## config.mk

```make
export PLATFORM = sky130hd
export DESIGN_NAME = lb_board_slave
export DESIGN_NICKNAME = d
export VERILOG_FILES = /design/src/hw/lb_board_pkg.sv /design/src/hw/lb_status_bank.sv /design/src/hw/lb_control_regs.sv /design/src/hw/led_pwm.sv /design/src/hw/lb_mirror_ram.sv /design/src/hw/lb_board_slave.sv
export SDC_FILE = /design/constraint.sdc
export NUM_CORES = 1
export LEC_CHECK = 0
export BUFFER_PORTS_ARGS = -buffer_cell sky130_fd_sc_hd__clkbuf_2
export CORE_UTILIZATION = 53
export CTS_CLUSTER_SIZE = 16
export DETAILED_ROUTE_END_ITERATION = 10
export PLACE_DENSITY_LB_ADDON = 0.15
export SLEW_MARGIN = 10
export SYNTH_ARGS = -nofsm -noshare
export SYNTH_HDL_FRONTEND = slang
export SYNTH_SLANG_ARGS = --single-unit
```

## constraint.sdc

```tcl
create_clock -name clk -period 4.61 [get_ports clk]
set_input_delay 0.461 -clock clk [delete_from_list [all_inputs] [get_ports clk]]
set_output_delay 0.461 -clock clk [all_outputs]
set_load 0.03 [all_outputs]
```

## src/hw/lb_board_pkg.sv

```systemverilog
// ------------------------------------------------
// Address map, identity words and reset defaults
// for the board local-bus slave. Imported by the
// RTL blocks and by the testbench.
// ------------------------------------------------
`default_nettype none

package lb_board_pkg;

	// bus widths
	localparam int LB_AW = 24;
	localparam int LB_DW = 32;

	// ------------------------------------------------
	// page map, upper address byte
	// ------------------------------------------------
	localparam logic [7:0] PAGE_STATUS = 8'h00;
	localparam logic [7:0] PAGE_CTRL = 8'h05;
	localparam logic [LB_DW-1:0] UNMAPPED_WORD = 32'hdeadbeef;

	// identity words, plain ASCII
	localparam logic [LB_DW-1:0] ID_WORD_0 = "Boar";
	localparam logic [LB_DW-1:0] ID_WORD_1 = "d sl";
	localparam logic [LB_DW-1:0] ID_WORD_2 = "ave ";
	localparam logic [LB_DW-1:0] ID_WORD_3 = "lb01";

	// status page offsets past the identity words
	localparam logic [3:0] ST_FAULT_CNT = 4'h4;
	localparam logic [3:0] ST_UPTIME = 4'h5;
	localparam logic [3:0] ST_MAC_STAT = 4'h6;
	localparam logic [3:0] ST_PWM_STAT = 4'h7;

	// ------------------------------------------------
	// control page, decoded on the low five bits
	// ------------------------------------------------
	localparam int MIRROR_AW = 5;
	localparam logic [MIRROR_AW-1:0] CR_LED_USER = 5'd1;
	localparam logic [MIRROR_AW-1:0] CR_LED1_DUTY = 5'd2;
	localparam logic [MIRROR_AW-1:0] CR_LED2_DUTY = 5'd3;
	localparam logic [MIRROR_AW-1:0] CR_MISC_CONFIG = 5'd8;

	// pwm counter width, also sets the uptime tick rate
	localparam int LED_CW = 10;

	localparam logic [7:0] MISC_CONFIG_DEFAULT = 8'h0a;

endpackage

`default_nettype wire

```

## src/hw/lb_status_bank.sv

```systemverilog
// ------------------------------------------------
// Read-only status words for page 0: identity,
// fault count, uptime, MAC status and LED levels.
// Loaded on the first cycle of a read.
// ------------------------------------------------
`timescale 1ns/100ps
`default_nettype none

module lb_status_bank
	import lb_board_pkg::*;
(
	input wire clk,
	input wire rst,
	input wire rd_stb,
	input wire [3:0] addr_lo,
	input wire xdomain_fault,
	input wire tx_mac_done,
	input wire [1:0] rx_mac_buf_status,
	input wire led_tick,
	input wire led1,
	input wire led2,
	output logic [LB_DW-1:0] status_word
);

	logic [15:0] fault_cnt;
	logic [LB_DW-1:0] uptime;
	logic tx_mac_done_r;
	logic [1:0] rx_mac_buf_status_r;

	// ------------------------------------------------
	// counters
	// ------------------------------------------------
	// clock-domain faults come in bursts at power-up
	always_ff @(posedge clk) begin
		if (rst) begin
			fault_cnt <= '0;
		end else if (xdomain_fault) begin
			fault_cnt <= fault_cnt + 16'd1;
		end
	end

	// one tick per pwm period
	always_ff @(posedge clk) begin
		if (rst) begin
			uptime <= '0;
		end else if (led_tick) begin
			uptime <= uptime + 32'd1;
		end
	end

	// MAC flags arrive from another block, register once
	always_ff @(posedge clk) begin
		if (rst) begin
			tx_mac_done_r <= 1'b0;
			rx_mac_buf_status_r <= 2'b00;
		end else begin
			tx_mac_done_r <= tx_mac_done;
			rx_mac_buf_status_r <= rx_mac_buf_status;
		end
	end

	// ------------------------------------------------
	// first read cycle
	// ------------------------------------------------
	always_ff @(posedge clk) begin
		if (rst) begin
			status_word <= '0;
		end else if (rd_stb) begin
			case (addr_lo)
				4'h0: status_word <= ID_WORD_0;
				4'h1: status_word <= ID_WORD_1;
				4'h2: status_word <= ID_WORD_2;
				4'h3: status_word <= ID_WORD_3;
				ST_FAULT_CNT: status_word <= {16'd0, fault_cnt};
				ST_UPTIME: status_word <= uptime;
				ST_MAC_STAT: status_word <= {29'd0, rx_mac_buf_status_r, tx_mac_done_r};
				ST_PWM_STAT: status_word <= {30'd0, led2, led1};
				// offsets 8 to 15 are reserved
				default: status_word <= '0;
			endcase
		end
	end

	// count only steps by one, wrap included
	fault_cnt_steps: assert property (@(posedge clk) disable iff (rst)
		(!$past(rst) && (fault_cnt != $past(fault_cnt)))
		|-> (fault_cnt == $past(fault_cnt) + 16'd1));

endmodule

`default_nettype wire

```

## src/hw/lb_control_regs.sv

```systemverilog
// ------------------------------------------------
// Control page write decode. Holds the LED and
// configuration registers and flags every page
// write for the mirror RAM.
// ------------------------------------------------
`timescale 1ns/100ps
`default_nettype none

module lb_control_regs
	import lb_board_pkg::*;
(
	input wire clk,
	input wire rst,
	input wire [LB_AW-1:0] addr,
	input wire [LB_DW-1:0] data_out,
	input wire wr_en,
	output logic mirror_we,
	output logic led_user_mode,
	output logic [7:0] led1_duty,
	output logic [7:0] led2_duty,
	output logic [3:0] cfg_config,
	output logic [3:0] ext_config
);

	logic ctrl_hit;
	logic [7:0] misc_config;

	// page match on the upper address byte
	assign ctrl_hit = wr_en && (addr[LB_AW-1 -: 8] == PAGE_CTRL);

	// every write to the page lands in the mirror,
	// mapped register or not
	assign mirror_we = ctrl_hit;

	// ------------------------------------------------
	// register file
	// ------------------------------------------------
	always_ff @(posedge clk) begin
		if (rst) begin
			led_user_mode <= 1'b0;
			led1_duty <= 8'd0;
			led2_duty <= 8'd0;
			misc_config <= MISC_CONFIG_DEFAULT;
		end else if (ctrl_hit) begin
			case (addr[MIRROR_AW-1:0])
				CR_LED_USER: led_user_mode <= data_out[0];
				CR_LED1_DUTY: led1_duty <= data_out[7:0];
				CR_LED2_DUTY: led2_duty <= data_out[7:0];
				CR_MISC_CONFIG: misc_config <= data_out[7:0];
				// other offsets only reach the mirror
				default: ;
			endcase
		end
	end

	// config byte split, board straps low and
	// expansion controls high
	assign cfg_config = misc_config[3:0];
	assign ext_config = misc_config[7:4];

endmodule

`default_nettype wire

```

## src/hw/led_pwm.sv

```systemverilog
// ------------------------------------------------
// Free-running PWM for the two board LEDs. The
// counter carry doubles as the uptime tick.
// ------------------------------------------------
`timescale 1ns/100ps
`default_nettype none

module led_pwm
	import lb_board_pkg::*;
(
	input wire clk,
	input wire rst,
	input wire [7:0] led1_duty,
	input wire [7:0] led2_duty,
	output logic led1,
	output logic led2,
	output logic led_tick
);

	logic [LED_CW-1:0] led_cc;
	logic [7:0] duty1_q;
	logic [7:0] duty2_q;

	always_ff @(posedge clk) begin
		if (rst) begin
			led_cc <= '0;
			led_tick <= 1'b0;
			duty1_q <= 8'd0;
			duty2_q <= 8'd0;
			led1 <= 1'b0;
			led2 <= 1'b0;
		end else begin
			{led_tick, led_cc} <= {1'b0, led_cc} + {{LED_CW{1'b0}}, 1'b1};
			// new duty only at a period boundary, so
			// each period is clean
			if (&led_cc) begin
				duty1_q <= led1_duty;
				duty2_q <= led2_duty;
			end
			// duty scaled by 4 over the 10-bit count
			led1 <= led_cc < {duty1_q, 2'b00};
			led2 <= led_cc < {duty2_q, 2'b00};
		end
	end

	// ------------------------------------------------
	// zero duty taken at a period boundary keeps the
	// LED dark once it reaches the comparator
	// ------------------------------------------------
	led1_dark: assert property (@(posedge clk) disable iff (rst)
		($past(&led_cc, 2) && ($past(led1_duty, 2) == 8'd0)) |-> !led1);
	led2_dark: assert property (@(posedge clk) disable iff (rst)
		($past(&led_cc, 2) && ($past(led2_duty, 2) == 8'd0)) |-> !led2);

endmodule

`default_nettype wire

```

## src/hw/lb_mirror_ram.sv

```systemverilog
// ------------------------------------------------
// Mirror of control page writes. Simple dual-port
// RAM with a registered read port.
// ------------------------------------------------
`timescale 1ns/100ps
`default_nettype none

module lb_mirror_ram
	import lb_board_pkg::*;
(
	input wire clk,
	input wire we,
	input wire [MIRROR_AW-1:0] wr_addr,
	input wire [LB_DW-1:0] wr_data,
	input wire rd_en,
	input wire [MIRROR_AW-1:0] rd_addr,
	output logic [LB_DW-1:0] rd_data
);

	logic [LB_DW-1:0] mem [2**MIRROR_AW];

	// write port
	always_ff @(posedge clk) begin
		if (we) begin
			mem[wr_addr] <= wr_data;
		end
	end

	// read port, first cycle of the bus read
	always_ff @(posedge clk) begin
		if (rd_en) begin
			rd_data <= mem[rd_addr];
		end
	end

endmodule

`default_nettype wire

```

## src/hw/lb_board_slave.sv

```systemverilog
// ------------------------------------------------
// Board local-bus slave, top level. Reads take two
// cycles: status or mirror word first, then the
// page select into data_in.
// ------------------------------------------------
`timescale 1ns/100ps
`default_nettype none

module lb_board_slave
	import lb_board_pkg::*;
(
	input wire clk,
	input wire rst,
	input wire [LB_AW-1:0] addr,
	input wire control_strobe,
	input wire control_rd,
	input wire [LB_DW-1:0] data_out,
	input wire xdomain_fault,
	input wire tx_mac_done,
	input wire [1:0] rx_mac_buf_status,
	output logic [LB_DW-1:0] data_in,
	output logic led_user_mode,
	output logic led1,
	output logic led2,
	output logic [3:0] cfg_config,
	output logic [3:0] ext_config
);

	logic rd_stb;
	logic wr_en;
	logic rd_stb_r;
	logic [LB_AW-1:0] addr_r;
	logic [LB_DW-1:0] status_word;
	logic [LB_DW-1:0] mirror_word;
	logic mirror_we;
	logic led_tick;
	logic [7:0] led1_duty;
	logic [7:0] led2_duty;

	assign rd_stb = control_strobe & control_rd;
	assign wr_en = control_strobe & ~control_rd;

	// ------------------------------------------------
	// read pipeline
	// ------------------------------------------------
	always_ff @(posedge clk) begin
		if (rst) begin
			rd_stb_r <= 1'b0;
		end else begin
			rd_stb_r <= rd_stb;
		end
	end

	always_ff @(posedge clk) begin
		addr_r <= addr;
	end

	// second cycle, pick the page
	always_ff @(posedge clk) begin
		if (rst) begin
			data_in <= '0;
		end else if (rd_stb_r) begin
			case (addr_r[LB_AW-1 -: 8])
				PAGE_STATUS: data_in <= status_word;
				PAGE_CTRL: data_in <= mirror_word;
				default: data_in <= UNMAPPED_WORD;
			endcase
		end
	end

	// ------------------------------------------------
	// blocks
	// ------------------------------------------------
	lb_status_bank lb_status_bank_i (
		.clk(clk),
		.rst(rst),
		.rd_stb(rd_stb),
		.addr_lo(addr[3:0]),
		.xdomain_fault(xdomain_fault),
		.tx_mac_done(tx_mac_done),
		.rx_mac_buf_status(rx_mac_buf_status),
		.led_tick(led_tick),
		.led1(led1),
		.led2(led2),
		.status_word(status_word)
	);

	lb_control_regs lb_control_regs_i (
		.clk(clk),
		.rst(rst),
		.addr(addr),
		.data_out(data_out),
		.wr_en(wr_en),
		.mirror_we(mirror_we),
		.led_user_mode(led_user_mode),
		.led1_duty(led1_duty),
		.led2_duty(led2_duty),
		.cfg_config(cfg_config),
		.ext_config(ext_config)
	);

	led_pwm led_pwm_i (
		.clk(clk),
		.rst(rst),
		.led1_duty(led1_duty),
		.led2_duty(led2_duty),
		.led1(led1),
		.led2(led2),
		.led_tick(led_tick)
	);

	// same low address bits for write and readback
	lb_mirror_ram lb_mirror_ram_i (
		.clk(clk),
		.we(mirror_we),
		.wr_addr(addr[MIRROR_AW-1:0]),
		.wr_data(data_out),
		.rd_en(rd_stb),
		.rd_addr(addr[MIRROR_AW-1:0]),
		.rd_data(mirror_word)
	);

	// read data holds between reads
	data_in_held: assert property (@(posedge clk) disable iff (rst)
		(!$past(rst) && !$past(rd_stb_r)) |-> $stable(data_in));

endmodule

`default_nettype wire

```

==> summary.txt <==
Outcome - finished clean
Sequential area share after synthesis - 73.7%
Psw - 4.74 mW
Layout cells sized above 1 - 22.8%
Logic pwr share - 4.3%
FF/Latch Area - 35300 um2
PD cells - 422 nW/um2
Setup crit start - addr[20]
Clock Sinks - 1234
Placeable Area - 88900 um2
RSZ-0062 raised after global routing - false
Clk_lat worst skew - 700 ps
Setup TNS - 0 ps
Async set or reset register ratio after synthesis - 0%
Top post-synthesis cells by area - edfxtp_1 (66%), mux4_2 (11%), dfxtp_1 (7.4%)
Root buffer cell - clkbuf_16
Initial antenna violation count - 0
DR WL/cell - 28.4 um
Drt via density - 6.25
GRT overflow - 0
Die W - 302 um
Met3 usage - 3.71%
CTS tree - built
Area growth syn-to-layout - 13.1%
FMAX - 294 MHz
Main combinational cell family by area after synthesis - multiplexers
RD Place Congestion - 0.840
ANT nets after route - 0
Synthesized area - 47900 um2
CP endpoint kind - flop
Hold Crit Depth - 3
Post-synth EDFFs - 1056
Clock share of power - 42.3%
Xor and xnor fraction of the mapped netlist area - 0.860%
DR iter-0 viols - 2632
Dpl hpwl - 66900 um
Max-Cap Viols - 0
FP Rows - 109
Mux cell area share after synthesis - 14.3%
Die Area - 91500 um2
Netlist cell types - 55
Gr usage total - 25.6%
DRC - 0
Worst-margin pin slew - 1030 ps
WS Path Type - input port to flop
Dpl cell area - 50100 um2
Via count - 25.4k
Setup repair bufs after CTS - 0
Cts bufs inserted - 121
Adder-cell share of the synthesized area - 0.444%
Yosys top cell area share - 66.3%
Cell internal pwr - 18.1 mW
Hold Startpoint - xdomain_fault
Grt met2 use - 42.4%
Nets - 2883
Final WL - 116000 um
Grt met1 use - 35.6%
Yosys reg bits - 1234
Worst Path Required - 4980 ps
Reg2reg path depth - 5
Ys flop type - edfxtp_1
Top-count cell post-synth - edfxtp_1
Clock buffer depth - 3
Area share of and/or/nand/nor cells after synthesis - 4.67%
Die H - 302 um
Port Buffer Count - 95
Resized cells post-CTS - 0
Final count of hold timing violations - 0
YS warnings - 0
Compound-Gate Fraction of Synth Area - 4.25%
First drt pass iteration count - 5
Multi-input logic area - 11900 um2
Number of H-tree levels - 3
Worst r2r src - addr_r[21]
Leak Pwr - 17.5 nW
Startpoint Class - input port
CTS Hold Bufs - 11
ANT cells - 0
Max Fanout on Critical Path - 14
Final instance area - 54100 um2
Final Critical Period - 3400 ps
Largest net degree at the start of global routing - 97
Io pins - 107
Syn nets - 2725
First-pass GRT wire length - 169000 um
Worst Path Arrival - 3770 ps
Sequential Power Share - 53.4%
Largest area contributor in the netlist - edfxtp_1
Worst hold path type - input port to flop
Fin util - 60.8%
Avg Inst Size Synth - 18.1 um2
Clk_skew - 20.1 ps
Final worst path period share - 73.8%
Starting density of the core - 53.8%
FILL cells - 6377
Mapped Cells - 2644
CTS clk-pin slew, worst paths - 60 ps
Final Max Tran Viols - 0
Synth top cells by count - edfxtp_1 (1056), mux4_2 (226), dfxtp_1 (178), nor2_1 (156), mux2i_1 (136)
Sw Share - 20.7%
Count of final setup violators - 0
Slew margin rel. - 30.6%
Max IR drop VDD - 0.000291 V
Gr busiest metal - met2
Vias in the first global route - 25.4k
## state kept, by name, indices dropped and copies added (netlist names)
signal and flops:
lb_control_regs_i.led1_duty 8, led_pwm_i.duty2_q 8, led_pwm_i.led_tick 1, led_pwm_i.duty1_q 8, lb_status_bank_i.uptime 32, lb_control_regs_i.led2_duty 8
rd_stb_r 1, led_pwm_i.led_cc 10, lb_control_regs_i.led_user_mode 1, led_pwm_i.led1 1, lb_mirror_ram_i.mem 1024, lb_mirror_ram_i.rd_data 32
addr_r 8, lb_status_bank_i.tx_mac_done_r 1, lb_status_bank_i.status_word 32, lb_control_regs_i.misc_config 8, data_in 32, lb_status_bank_i.rx_mac_buf_status_r 2
lb_status_bank_i.fault_cnt 16, led_pwm_i.led2 1
## layout make-up
| class | count | area share (%) |
|---|---|---|
| multi-input cells | 1227 | 22.1 |
| inverters | 28 | 0.194 |
| flip-flops and latches | 1234 | 65.2 |
| clock inverters | 64 | 1.18 |
| clock buffers | 159 | 6.03 |
| well taps | 1165 | 2.69 |
| repair buffers | 190 | 2.66 |
## per-stage QoR
stage	setup slack, ps	total power [mW]	hold WS [ps]	cells
floorplan	-346	13.0	426	2644
global placement	1050	13.4	436	3833
detailed placement	965	13.4	444	3833
CTS	1260	23.0	59.6	4067
global route	1120	23.5	114	4067
finish	1210	22.8	103	4067
## metal layers
layer	share of wire, %	wire, um
met1	41	47900
met5	0	0
met4	3.0	3430
met3	6.4	7370
met2	49	56900
## layout by cell type (no fill, tap or decap), types with 21 or more instances in the layout
| cell type | n |
|---|---|
| buf_4 | 71 |
| mux2i_1 | 136 |
| dfxtp_1 | 178 |
| clkinv_2 | 23 |
| clkbuf_1 | 30 |
| a211oi_1 | 55 |
| nand2_1 | 124 |
| mux2_2 | 34 |
| and3_1 | 23 |
| a21oi_1 | 76 |
| o21ai_0 | 21 |
| clkbuf_2 | 90 |
| o22ai_1 | 29 |
| a221oi_1 | 31 |
| inv_1 | 26 |
| mux4_2 | 226 |
| edfxtp_1 | 1056 |
| clkbuf_16 | 122 |
| nor2b_1 | 24 |
| nand3_1 | 28 |
| xnor2_1 | 29 |
| nor2_1 | 138 |
| a22oi_1 | 52 |
## logic make-up after synthesis
group,after synthesis
AO/OA/AOI/OAI,299
buffers and inverters,183
multiplexers,396
AND/OR/NAND/NOR,468
XOR/XNOR,47
adder cells (fa/ha/maj),17
flip-flops,1234
## power by group through the flow
stage | clock network, mW | logic [mW] | registers [mW]
2_1_floorplan | 0 | 0.577 | 12.4
3_3_place_gp | 0 | 0.960 | 12.4
3_5_place_dp | 0 | 0.983 | 12.4
4_1_cts | 9.81 | 0.995 | 12.2
5_1_grt | 10.2 | 1.06 | 12.2
6_report | 9.66 | 0.984 | 12.2
## final timing paths
kind | endpoint | slack [ps]
setup / recovery | lb_mirror_ram_i.mem[20][22] | 1210
hold / removal | lb_status_bank_i.fault_cnt[0] | 100
hold reg to reg | led_pwm_i.duty1_q[3] | 450
setup reg to reg | data_in[18] | 1850
## worst max-delay path: stages
cell and delay, ps:
dlygate4sd3_1 550, clkbuf_2 120, nor4_2 560, nand4_1 700, nor2_4 940, buf_4 400
(Power assumes the default switching activity.)
